`src/hw/hacd_pkg.sv`:
```
// compaction read path constants
package hacd_pkg;

    // AXI read port widths
    localparam int data_width = 32;
    localparam int addr_width = 32;

    // one page is fetched as a single burst
    localparam int page_beats = 16;
    localparam logic [7:0] burst_len = 8'(page_beats - 1);

    // read FIFO holds two whole bursts
    localparam int fifo_depth = 32;
    localparam int fifo_addr_width = $clog2(fifo_depth);

    // promised space, room for a 256-beat request on top of a full FIFO
    localparam int count_width = $clog2(fifo_depth + 256) + 1;

    localparam logic [1:0] resp_okay = 2'b00;

endpackage

```
`src/hw/axird_arbiter.sv`:
```
// two-way burst arbiter for the read port
`timescale 1ns/1ps

module axird_arbiter (
    input  logic                            clk,
    input  logic                            rst,
    input  logic [hacd_pkg::addr_width-1:0] a0_araddr,
    input  logic [7:0]                      a0_arlen,
    input  logic                            a0_arvalid,
    input  logic                            a0_rready,
    output logic                            a0_arready,
    output logic [hacd_pkg::data_width-1:0] a0_rdata,
    output logic [1:0]                      a0_rresp,
    output logic                            a0_rlast,
    output logic                            a0_rvalid,
    input  logic [hacd_pkg::addr_width-1:0] a1_araddr,
    input  logic [7:0]                      a1_arlen,
    input  logic                            a1_arvalid,
    input  logic                            a1_rready,
    output logic                            a1_arready,
    output logic [hacd_pkg::data_width-1:0] a1_rdata,
    output logic [1:0]                      a1_rresp,
    output logic                            a1_rlast,
    output logic                            a1_rvalid,
    output logic [hacd_pkg::addr_width-1:0] mem_araddr,
    output logic [7:0]                      mem_arlen,
    output logic                            mem_arvalid,
    output logic                            mem_rready,
    input  logic                            mem_arready,
    input  logic [hacd_pkg::data_width-1:0] mem_rdata,
    input  logic [1:0]                      mem_rresp,
    input  logic                            mem_rlast,
    input  logic                            mem_rvalid
);

    logic owned;
    logic owner;
    logic ar_sent;
    logic last_winner;
    logic pick;
    logic ar_open;

    // alternate on ties, else whoever asks
    always_comb begin
        if (a0_arvalid && a1_arvalid) begin
            pick = !last_winner;
        end else begin
            pick = a1_arvalid;
        end
    end

    assign ar_open     = owned && !ar_sent;
    assign mem_araddr  = owner ? a1_araddr : a0_araddr;
    assign mem_arlen   = owner ? a1_arlen : a0_arlen;
    assign mem_arvalid = ar_open && (owner ? a1_arvalid : a0_arvalid);
    assign mem_rready  = owned && (owner ? a1_rready : a0_rready);

    assign a0_arready = ar_open && !owner && mem_arready;
    assign a1_arready = ar_open && owner && mem_arready;

    // R beats only reach the owner
    assign a0_rdata  = mem_rdata;
    assign a0_rresp  = mem_rresp;
    assign a0_rlast  = mem_rlast;
    assign a0_rvalid = owned && !owner && mem_rvalid;
    assign a1_rdata  = mem_rdata;
    assign a1_rresp  = mem_rresp;
    assign a1_rlast  = mem_rlast;
    assign a1_rvalid = owned && owner && mem_rvalid;

    always_ff @(posedge clk) begin
        if (rst) begin
            owned       <= 1'b0;
            owner       <= 1'b0;
            ar_sent     <= 1'b0;
            last_winner <= 1'b1;
        end else if (!owned) begin
            if (a0_arvalid || a1_arvalid) begin
                owned <= 1'b1;
                owner <= pick;
            end
        end else begin
            if (mem_arvalid && mem_arready) begin
                ar_sent <= 1'b1;
            end
            // grant released on the last beat
            if (mem_rvalid && mem_rready && mem_rlast) begin
                owned       <= 1'b0;
                ar_sent     <= 1'b0;
                last_winner <= owner;
            end
        end
    end

endmodule

```
`src/hw/axird_fifo_master.sv`:
```
// AXI read master with response FIFO
`timescale 1ns/1ps

module axird_fifo_master (
    input  logic                            clk,
    input  logic                            rst,
    input  logic                            fifo_rd_flush,
    input  logic                            fifo_wr_flush,
    output logic                            fifo_empty,
    output logic                            fifo_full,
    input  logic [hacd_pkg::addr_width-1:0] s_araddr,
    input  logic [7:0]                      s_arlen,
    input  logic                            s_arvalid,
    output logic                            s_arready,
    output logic [hacd_pkg::data_width-1:0] s_rdata,
    output logic [1:0]                      s_rresp,
    output logic                            s_rlast,
    output logic                            s_rvalid,
    input  logic                            s_rready,
    output logic [hacd_pkg::addr_width-1:0] m_araddr,
    output logic [7:0]                      m_arlen,
    output logic                            m_arvalid,
    input  logic                            m_arready,
    input  logic [hacd_pkg::data_width-1:0] m_rdata,
    input  logic [1:0]                      m_rresp,
    input  logic                            m_rlast,
    input  logic                            m_rvalid,
    output logic                            m_rready
);

    logic [hacd_pkg::fifo_addr_width:0]   wr_ptr;
    logic [hacd_pkg::fifo_addr_width:0]   rd_ptr;
    logic [hacd_pkg::data_width+2:0]      mem [hacd_pkg::fifo_depth];
    logic [hacd_pkg::data_width+2:0]      rd_data;
    logic                                 rd_valid;
    logic [hacd_pkg::data_width+2:0]      out_data;
    logic                                 out_valid;
    logic                                 load_out;
    logic                                 advance_rd;

    logic                                 ar_wait;
    logic                                 ar_wait_next;
    logic                                 m_arvalid_r;
    logic                                 m_arvalid_next;
    logic                                 s_arready_r;
    logic                                 s_arready_next;
    logic [hacd_pkg::addr_width-1:0]      araddr_r;
    logic [7:0]                           arlen_r;
    logic [hacd_pkg::count_width-1:0]     count;
    logic [hacd_pkg::count_width-1:0]     count_next;
    logic                                 load_ar;

    // whole burst must fit next to the beats already promised
    function automatic logic burst_fits(input logic [hacd_pkg::count_width-1:0] used,
                                        input logic [7:0] len);
        return (used == '0) || (used + len + 1 <= hacd_pkg::fifo_depth);
    endfunction

    always_comb begin
        load_ar        = 1'b0;
        ar_wait_next   = ar_wait;
        m_arvalid_next = m_arvalid_r && !m_arready;
        s_arready_next = s_arready_r;
        count_next     = count;
        if (s_arready_r && s_arvalid) begin
            load_ar        = 1'b1;
            s_arready_next = 1'b0;
            if (burst_fits(count, s_arlen)) begin
                count_next     = count + s_arlen + 1'b1;
                m_arvalid_next = 1'b1;
            end else begin
                ar_wait_next = 1'b1;
            end
        end else if (ar_wait) begin
            // held until draining frees space
            if (burst_fits(count, arlen_r)) begin
                count_next     = count + arlen_r + 1'b1;
                m_arvalid_next = 1'b1;
                ar_wait_next   = 1'b0;
            end
        end else begin
            s_arready_next = !m_arvalid_next;
        end
        // space comes back as beats leave toward the engine
        if (out_valid && s_rready) begin
            count_next = count_next - 1'b1;
        end
        if (fifo_wr_flush) begin
            count_next = '0;
        end
    end

    always_ff @(posedge clk) begin
        if (rst) begin
            ar_wait     <= 1'b0;
            m_arvalid_r <= 1'b0;
            s_arready_r <= 1'b0;
            count       <= '0;
        end else begin
            ar_wait     <= ar_wait_next;
            m_arvalid_r <= m_arvalid_next;
            s_arready_r <= s_arready_next;
            count       <= count_next;
        end
        if (load_ar) begin
            araddr_r <= s_araddr;
            arlen_r  <= s_arlen;
        end
    end

    assign s_arready = s_arready_r;
    assign m_arvalid = m_arvalid_r;
    assign m_araddr  = araddr_r;
    assign m_arlen   = arlen_r;

    // extra pointer bit tells full from empty
    assign fifo_empty = (wr_ptr == rd_ptr);
    assign fifo_full  = (wr_ptr[hacd_pkg::fifo_addr_width] != rd_ptr[hacd_pkg::fifo_addr_width])
                     && (wr_ptr[hacd_pkg::fifo_addr_width-1:0]
                         == rd_ptr[hacd_pkg::fifo_addr_width-1:0]);
    assign m_rready   = !fifo_full;

    always_ff @(posedge clk) begin
        if (rst || fifo_wr_flush) begin
            wr_ptr <= '0;
        end else if (m_rvalid && m_rready) begin
            wr_ptr <= wr_ptr + 1'b1;
        end
    end

    always_ff @(posedge clk) begin
        if (m_rvalid && m_rready) begin
            mem[wr_ptr[hacd_pkg::fifo_addr_width-1:0]] <= {m_rresp, m_rlast, m_rdata};
        end
    end

    // registered RAM read, then the output register
    assign load_out   = !out_valid || s_rready;
    assign advance_rd = !rd_valid || load_out;

    always_ff @(posedge clk) begin
        if (rst || fifo_rd_flush) begin
            rd_ptr    <= '0;
            rd_valid  <= 1'b0;
            out_valid <= 1'b0;
        end else begin
            if (advance_rd) begin
                rd_valid <= !fifo_empty;
                if (!fifo_empty) begin
                    rd_ptr <= rd_ptr + 1'b1;
                end
            end
            if (load_out) begin
                out_valid <= rd_valid;
            end
        end
    end

    always_ff @(posedge clk) begin
        if (advance_rd && !fifo_empty) begin
            rd_data <= mem[rd_ptr[hacd_pkg::fifo_addr_width-1:0]];
        end
        if (load_out) begin
            out_data <= rd_data;
        end
    end

    assign s_rvalid = out_valid;
    assign s_rdata  = out_data[hacd_pkg::data_width-1:0];
    assign s_rlast  = out_data[hacd_pkg::data_width];
    assign s_rresp  = out_data[hacd_pkg::data_width+2 -: 2];

endmodule

```
`src/hw/hacd_read_top.sv`:
```
// compaction read path top
`timescale 1ns/1ps

module hacd_read_top (
    input  logic                            clk,
    input  logic                            rst,
    input  logic                            zs_start,
    input  logic [hacd_pkg::addr_width-1:0] zs_page_addr,
    output logic                            zs_busy,
    output logic                            zs_done,
    output logic                            zs_is_zero,
    output logic                            zs_resp_err,
    input  logic                            ck_start,
    input  logic [hacd_pkg::addr_width-1:0] ck_page_addr,
    output logic                            ck_busy,
    output logic                            ck_done,
    output logic [hacd_pkg::data_width-1:0] ck_sum,
    output logic                            ck_resp_err,
    output logic [hacd_pkg::addr_width-1:0] mem_araddr,
    output logic [7:0]                      mem_arlen,
    output logic                            mem_arvalid,
    input  logic                            mem_arready,
    input  logic [hacd_pkg::data_width-1:0] mem_rdata,
    input  logic [1:0]                      mem_rresp,
    input  logic                            mem_rlast,
    input  logic                            mem_rvalid,
    output logic                            mem_rready
);

    logic [hacd_pkg::addr_width-1:0] zs_e_araddr, zs_m_araddr, ck_e_araddr, ck_m_araddr;
    logic [7:0]                      zs_e_arlen, zs_m_arlen, ck_e_arlen, ck_m_arlen;
    logic [hacd_pkg::data_width-1:0] zs_e_rdata, zs_m_rdata, ck_e_rdata, ck_m_rdata;
    logic [1:0]                      zs_e_rresp, zs_m_rresp, ck_e_rresp, ck_m_rresp;
    // engine to master
    logic zs_e_arvalid, zs_e_arready, zs_e_rlast, zs_e_rvalid, zs_e_rready;
    logic ck_e_arvalid, ck_e_arready, ck_e_rlast, ck_e_rvalid, ck_e_rready;
    logic zs_rd_flush, zs_wr_flush, ck_rd_flush, ck_wr_flush;
    // master to arbiter
    logic zs_m_arvalid, zs_m_arready, zs_m_rlast, zs_m_rvalid, zs_m_rready;
    logic ck_m_arvalid, ck_m_arready, ck_m_rlast, ck_m_rvalid, ck_m_rready;

    page_zero_scan u_zero_scan (
        .clk(clk), .rst(rst), .start(zs_start), .page_addr(zs_page_addr),
        .busy(zs_busy), .done(zs_done), .is_zero(zs_is_zero), .resp_err(zs_resp_err),
        .fifo_rd_flush(zs_rd_flush), .fifo_wr_flush(zs_wr_flush),
        .s_araddr(zs_e_araddr), .s_arlen(zs_e_arlen), .s_arvalid(zs_e_arvalid),
        .s_arready(zs_e_arready), .s_rdata(zs_e_rdata), .s_rresp(zs_e_rresp),
        .s_rlast(zs_e_rlast), .s_rvalid(zs_e_rvalid), .s_rready(zs_e_rready)
    );

    page_checksum u_checksum (
        .clk(clk), .rst(rst), .start(ck_start), .page_addr(ck_page_addr),
        .busy(ck_busy), .done(ck_done), .sum(ck_sum), .resp_err(ck_resp_err),
        .fifo_rd_flush(ck_rd_flush), .fifo_wr_flush(ck_wr_flush),
        .s_araddr(ck_e_araddr), .s_arlen(ck_e_arlen), .s_arvalid(ck_e_arvalid),
        .s_arready(ck_e_arready), .s_rdata(ck_e_rdata), .s_rresp(ck_e_rresp),
        .s_rlast(ck_e_rlast), .s_rvalid(ck_e_rvalid), .s_rready(ck_e_rready)
    );

    axird_fifo_master u_zs_master (
        .clk(clk), .rst(rst), .fifo_rd_flush(zs_rd_flush), .fifo_wr_flush(zs_wr_flush),
        .fifo_empty(), .fifo_full(),
        .s_araddr(zs_e_araddr), .s_arlen(zs_e_arlen), .s_arvalid(zs_e_arvalid),
        .s_arready(zs_e_arready), .s_rdata(zs_e_rdata), .s_rresp(zs_e_rresp),
        .s_rlast(zs_e_rlast), .s_rvalid(zs_e_rvalid), .s_rready(zs_e_rready),
        .m_araddr(zs_m_araddr), .m_arlen(zs_m_arlen), .m_arvalid(zs_m_arvalid),
        .m_arready(zs_m_arready), .m_rdata(zs_m_rdata), .m_rresp(zs_m_rresp),
        .m_rlast(zs_m_rlast), .m_rvalid(zs_m_rvalid), .m_rready(zs_m_rready)
    );

    axird_fifo_master u_ck_master (
        .clk(clk), .rst(rst), .fifo_rd_flush(ck_rd_flush), .fifo_wr_flush(ck_wr_flush),
        .fifo_empty(), .fifo_full(),
        .s_araddr(ck_e_araddr), .s_arlen(ck_e_arlen), .s_arvalid(ck_e_arvalid),
        .s_arready(ck_e_arready), .s_rdata(ck_e_rdata), .s_rresp(ck_e_rresp),
        .s_rlast(ck_e_rlast), .s_rvalid(ck_e_rvalid), .s_rready(ck_e_rready),
        .m_araddr(ck_m_araddr), .m_arlen(ck_m_arlen), .m_arvalid(ck_m_arvalid),
        .m_arready(ck_m_arready), .m_rdata(ck_m_rdata), .m_rresp(ck_m_rresp),
        .m_rlast(ck_m_rlast), .m_rvalid(ck_m_rvalid), .m_rready(ck_m_rready)
    );

    // zero scan on port 0, checksum on port 1
    axird_arbiter u_arbiter (
        .clk(clk), .rst(rst),
        .a0_araddr(zs_m_araddr), .a0_arlen(zs_m_arlen), .a0_arvalid(zs_m_arvalid),
        .a0_rready(zs_m_rready), .a0_arready(zs_m_arready), .a0_rdata(zs_m_rdata),
        .a0_rresp(zs_m_rresp), .a0_rlast(zs_m_rlast), .a0_rvalid(zs_m_rvalid),
        .a1_araddr(ck_m_araddr), .a1_arlen(ck_m_arlen), .a1_arvalid(ck_m_arvalid),
        .a1_rready(ck_m_rready), .a1_arready(ck_m_arready), .a1_rdata(ck_m_rdata),
        .a1_rresp(ck_m_rresp), .a1_rlast(ck_m_rlast), .a1_rvalid(ck_m_rvalid),
        .mem_araddr(mem_araddr), .mem_arlen(mem_arlen), .mem_arvalid(mem_arvalid),
        .mem_rready(mem_rready), .mem_arready(mem_arready), .mem_rdata(mem_rdata),
        .mem_rresp(mem_rresp), .mem_rlast(mem_rlast), .mem_rvalid(mem_rvalid)
    );

endmodule

```
`src/hw/page_checksum.sv`:
```
// page checksum engine
`timescale 1ns/1ps

module page_checksum (
    input  logic                            clk,
    input  logic                            rst,
    input  logic                            start,
    input  logic [hacd_pkg::addr_width-1:0] page_addr,
    output logic                            busy,
    output logic                            done,
    output logic [hacd_pkg::data_width-1:0] sum,
    output logic                            resp_err,
    output logic                            fifo_rd_flush,
    output logic                            fifo_wr_flush,
    output logic [hacd_pkg::addr_width-1:0] s_araddr,
    output logic [7:0]                      s_arlen,
    output logic                            s_arvalid,
    input  logic                            s_arready,
    input  logic [hacd_pkg::data_width-1:0] s_rdata,
    input  logic [1:0]                      s_rresp,
    input  logic                            s_rlast,
    input  logic                            s_rvalid,
    output logic                            s_rready
);

    logic take_start;
    logic beat;

    assign take_start    = start && !busy;
    assign beat          = s_rvalid && s_rready;
    assign fifo_rd_flush = take_start;
    assign fifo_wr_flush = take_start;
    assign s_arlen       = hacd_pkg::burst_len;
    // one beat per cycle while the job runs
    assign s_rready      = busy;

    always_ff @(posedge clk) begin
        if (rst) begin
            busy      <= 1'b0;
            done      <= 1'b0;
            s_arvalid <= 1'b0;
        end else begin
            done <= 1'b0;
            if (take_start) begin
                busy      <= 1'b1;
                s_arvalid <= 1'b1;
            end else begin
                if (s_arvalid && s_arready) begin
                    s_arvalid <= 1'b0;
                end
                if (beat && s_rlast) begin
                    busy <= 1'b0;
                    done <= 1'b1;
                end
            end
        end
    end

    // sum wraps modulo 2^32
    always_ff @(posedge clk) begin
        if (take_start) begin
            s_araddr <= page_addr;
            sum      <= '0;
            resp_err <= 1'b0;
        end else if (beat) begin
            sum      <= sum + s_rdata;
            resp_err <= resp_err || (s_rresp != hacd_pkg::resp_okay);
        end
    end

endmodule

```
`src/hw/page_zero_scan.sv`:
```
// page zero scan engine
`timescale 1ns/1ps

module page_zero_scan (
    input  logic                            clk,
    input  logic                            rst,
    input  logic                            start,
    input  logic [hacd_pkg::addr_width-1:0] page_addr,
    output logic                            busy,
    output logic                            done,
    output logic                            is_zero,
    output logic                            resp_err,
    output logic                            fifo_rd_flush,
    output logic                            fifo_wr_flush,
    output logic [hacd_pkg::addr_width-1:0] s_araddr,
    output logic [7:0]                      s_arlen,
    output logic                            s_arvalid,
    input  logic                            s_arready,
    input  logic [hacd_pkg::data_width-1:0] s_rdata,
    input  logic [1:0]                      s_rresp,
    input  logic                            s_rlast,
    input  logic                            s_rvalid,
    output logic                            s_rready
);

    logic take_start;
    logic beat;

    assign take_start    = start && !busy;
    assign beat          = s_rvalid && s_rready;
    // stale beats from an earlier job are dropped
    assign fifo_rd_flush = take_start;
    assign fifo_wr_flush = take_start;
    assign s_arlen       = hacd_pkg::burst_len;
    assign s_rready      = busy;

    always_ff @(posedge clk) begin
        if (rst) begin
            busy      <= 1'b0;
            done      <= 1'b0;
            s_arvalid <= 1'b0;
        end else begin
            done <= 1'b0;
            if (take_start) begin
                busy      <= 1'b1;
                s_arvalid <= 1'b1;
            end else begin
                if (s_arvalid && s_arready) begin
                    s_arvalid <= 1'b0;
                end
                if (beat && s_rlast) begin
                    busy <= 1'b0;
                    done <= 1'b1;
                end
            end
        end
    end

    // running flags over the page
    always_ff @(posedge clk) begin
        if (take_start) begin
            s_araddr <= page_addr;
            is_zero  <= 1'b1;
            resp_err <= 1'b0;
        end else if (beat) begin
            is_zero  <= is_zero && (s_rdata == '0);
            resp_err <= resp_err || (s_rresp != hacd_pkg::resp_okay);
        end
    end

endmodule

```
`config.mk`:
```
export PLATFORM = sky130hd
export DESIGN_NAME = hacd_read_top
export DESIGN_NICKNAME = d
export VERILOG_FILES = /design/src/hw/hacd_pkg.sv /design/src/hw/axird_arbiter.sv /design/src/hw/axird_fifo_master.sv /design/src/hw/hacd_read_top.sv /design/src/hw/page_checksum.sv /design/src/hw/page_zero_scan.sv
export SDC_FILE = /design/constraint.sdc
export NUM_CORES = 2
export LEC_CHECK = 0
export ABC_AREA = 1
export BUFFER_PORTS_ARGS = -buffer_cell sky130_fd_sc_hd__buf_2
export CORE_UTILIZATION = 44
export CTS_CLUSTER_DIAMETER = 100
export CTS_CLUSTER_SIZE = 8
export DETAILED_ROUTE_END_ITERATION = 10
export PLACE_DENSITY = 0.6
export SYNTH_ARGS = -nofsm -noshare
export SYNTH_HDL_FRONTEND = slang
export SYNTH_SLANG_ARGS = --single-unit
export TNS_END_PERCENT = 5
```
`constraint.sdc`:
```
create_clock -name clk -period 6.41 [get_ports clk]
set_input_delay 0.3205 -clock clk [delete_from_list [all_inputs] [get_ports clk]]
set_output_delay 0.3205 -clock clk [all_outputs]
set_load 0.03 [all_outputs]
```
==> results.md <==
* Final TNS setup at 0 ps
* Post-Syn Instances at around 7700
* WL met3 at about 25000 µm
* RSZ-0062 raised after global routing: false
* Count leader, synth: edfxtp_1
* Post-route antenna net violation count at 0
* Setup WS post-layout at between 2000 and 2500 ps
* Class of the worst hold path: in2reg
* Slew at the pin with the worst max-slew slack at 1360 ps
* Synthesized flop and latch total at 2607
* Worst skew pair latency at roughly 960 ps
* Final max-slew violation count at 0
* Row cnt at ~180
* Syn avg cell area at 13.3 µm²
* I/O pins at 186
* Uppermost layer routed: met4
* Gr usage total at 0.234
* Final Cycle Share at 0.644
* Per-cell routed wire length at ~25 µm
* Worst vdd ir at ~0.25 mV
* Die height at 483 µm
* Synth Area in Simple Gates at 0.0891
* EDFF count, synth at between 2000 and 3000
* CP Data Arrival Time at 4740 ps
* Clock skew at around 71 ps
* Max incr delay on CP at between 900 and 1000 ps
* CP startpoint kind: flop
* Synth area leaders: edfxtp_1 (74%), o21ai_0 (6.2%), nor2_1 (4.6%)
* Rel. slew slack at 0.0940
* DR pass1 iterations at 6
* Average via count per standard cell at roughly 5.9
* Die W at just under 500 µm
* Synth warn at 0
* Critical Path End Type: flop
* Main synth FF type: edfxtp_1
* Post-synthesis mux area share at 0
* CTS buffer count at between 300 and 400
* Synth top cells by count: edfxtp_1 (2508), o21ai_0 (1266), nor2_1 (1244), nand2_1 (580), clkbuf_1 (449)
* CTS root buffer: clkbuf_16
* Leak Pwr at 0.0389 µW
* Max-cap violations at 0
* Placed wire-length estimate at 150000 µm
* Final min period at approximately 4100 ps
* Hold Buf Count CTS at 78
* Clk sinks at around 2600
* First-pass GRT wire length at slightly above 400000 µm
* Vias at between 60000 and 70000
* Area leader, netlist: edfxtp_1
* Combinational family with the most area after synthesis: compound AO/OA/AOI/OAI gates
* Pwr dens at between 300 and 400 nW/µm²
* Met2 wire length at 126000 µm
* Sequential share of the synthesized area at 0.758
* Starting Density at 0.443
* GRT Residual Overflow at 0
* P&R area growth vs syn at 14.9%
* Final-report hold violation count at 0
* Core area at 230000 µm²
* Die Area at around 230000 µm²
* Kind of critical path: reg2reg
* Synth Area in Compound Gates at 0.116
* Port Buf Inserts at ~180
* Post_cts resized at 0
* Count of unique library cells instantiated by Yosys at a little over 50
* Synthesized area at around 100000 µm²
* DR iter-0 viols at roughly 8000
* Largest net degree at the start of global routing at around 230
* Setup bufs post-CTS at 0
* Clock Path Buffers at 4
* Post-synthesis adder-cell area fraction at 0.00621
* Most used cell, CP: nand2_1
* H-tree level count at 5
* Synth top area share at 0.739
* Met1 WL at between 100000 and 150000 µm
* Slowest cell on crit path: nor2_4
* Async SR Flop Fraction at 0
* Worst path cell trace: buf_4, inv_2, o22ai_1, nor4_1, nand2_1, nand2_1, nor2_1, nand2_1, nor2_4, buf_4
* Initial antenna violation count at 12
* FMAX at roughly 240 MHz
* Synth Area in XOR/XNOR at 0.00241
* Share of cells above drive strength 1 at 0.102
* Vias in the first global route at 62696
* GPL Wtd Cong at around 0.85
* CTS tree: yes
* CP max FO at 25
* Status: complete, no violations
* Routed wire length at roughly 280000 µm
* # nets final at around 8100
* Place WS at around 2300 ps
* Worst Path Required at between 7000 and 8000 ps
* Worst-path clk slew at about 50 ps
* Drt drc at 0
* # setup viols final at 0
==> final timing paths <==
check                          start                        to  slack (ps)  depth (start not counted)
max            u_ck_master.rd_ptr[4]    u_ck_master.mem[6][27]        2280                         10
min                    mem_rdata[22]    u_zs_master.mem[3][22]          40                          1
min reg2reg  u_zs_master.rd_data[18]  u_zs_master.out_data[18]         400                          0
max reg2reg    u_ck_master.rd_ptr[4]    u_ck_master.mem[6][27]        2280                         10
==> metal layers <==
layer | up-vias | track usage
met5 | - | 0
met4 | 0 | 0.0677
met3 | 412 | 0.0423
met2 | 3004 | 0.358
met1 | 32653 | 0.342
li1 | 29083 | -
==> registers in the layout, summed over array words and instances (netlist names), 10 cells and up <==
| register | count |
|---|---|
| u_checksum.s_araddr | 32 |
| u_checksum.sum | 32 |
| u_ck_master.count | 10 |
| u_ck_master.m_araddr | 32 |
| u_ck_master.mem | 1120 |
| u_ck_master.out_data | 35 |
| u_ck_master.rd_data | 35 |
| u_zero_scan.s_araddr | 32 |
| u_zs_master.count | 10 |
| u_zs_master.m_araddr | 32 |
| u_zs_master.mem | 1120 |
| u_zs_master.out_data | 35 |
| u_zs_master.rd_data | 35 |
==> cell type report <==
cell class                 instances  area [µm²]
tap                             3026        3790
inverter                         248         966
multi-input combinational       4352       22300
timing repair buffer             355        2580
antenna                            3        7.51
sequential                      2607       77300
clock inverter                    11         144
clock buffer                     503        9990
fill                           19143      113000
==> cell usage in the layout (no fill, tap or decap), drive strengths merged <==
| cell type | synthesis | final |
|---|---|---|
| a2111oi | 1 | 1 |
| o21bai | 14 | 14 |
| a21oi | 96 | 96 |
| fa | 1 | 1 |
| nor2 | 1262 | 1262 |
| o211ai | 67 | 67 |
| nand2 | 606 | 606 |
| and3 | 2 | 2 |
| xor2 | 22 | 22 |
| inv | 243 | 246 |
| nand4 | 87 | 87 |
| nor4 | 14 | 14 |
| o311ai | 1 | 1 |
| or2 | 3 | 3 |
| o21ai | 1280 | 1280 |
| dlygate4sd3 | 0 | 78 |
| a211oi | 4 | 4 |
| o2111ai | 1 | 1 |
| clkbuf | 450 | 503 |
| o31ai | 2 | 2 |
| o221ai | 222 | 222 |
| a31oi | 13 | 13 |
| diode | 0 | 3 |
| xnor2 | 6 | 6 |
| edfxtp | 2508 | 2508 |
| or4 | 1 | 1 |
| nor3 | 19 | 19 |
| dfxtp | 99 | 99 |
| a21boi | 1 | 1 |
| conb | 2 | 8 |
| a221oi | 3 | 3 |
| clkinvlp | 0 | 1 |
| buf | 42 | 277 |
| nand3 | 216 | 216 |
| a21o | 4 | 4 |
| ha | 49 | 49 |
| o22ai | 347 | 347 |
| clkinv | 5 | 12 |
==> report_power, final <==
group          switching, µW  internal (µW)
clock                   6790          10600
sequential               120          19000
combinational           2730            869
total                   9640          30500
==> worst max-delay path: cells and delay by family (launching register included) <==
| kind | cells | cell delay (ps) |
|---|---|---|
| buf+inv | 3 | 770 |
| simple gates | 6 | 2160 |
| compound gates | 1 | 110 |
| flops | 1 | 750 |
==> logic make-up (layout without fill, tap and decap cells) <==
kind of cell             after synthesis  count (layout)
adder cells (fa/ha/maj)               50              50
AND/OR/NAND/NOR                     2210            2210
AO/OA/AOI/OAI                       2056            2056
other                                  2              11
XOR/XNOR                              28              28
flip-flops                          2607            2607
buffers and inverters                741            1117
==> through the flow <==
| step | hold slack [ps] | instance area, µm² | instances | total power [µW] | utilization |
|---|---|---|---|---|---|
| 6_report | 35.5 | 117000 | 11105 | 40200 | 0.509 |
| 5_1_grt | 45.8 | 117000 | 11104 | 41400 | 0.509 |
| 4_1_cts | 3.36 | 117000 | 11102 | 40400 | 0.509 |
| 3_5_place_dp | 405 | 106000 | 10510 | 23000 | 0.462 |
| 3_3_place_gp | 400 | 106000 | 10510 | 22900 | 0.462 |
| 2_1_floorplan | 400 | 102000 | 7700 | 21400 | - |
Power figures use the tool's default switching activity.
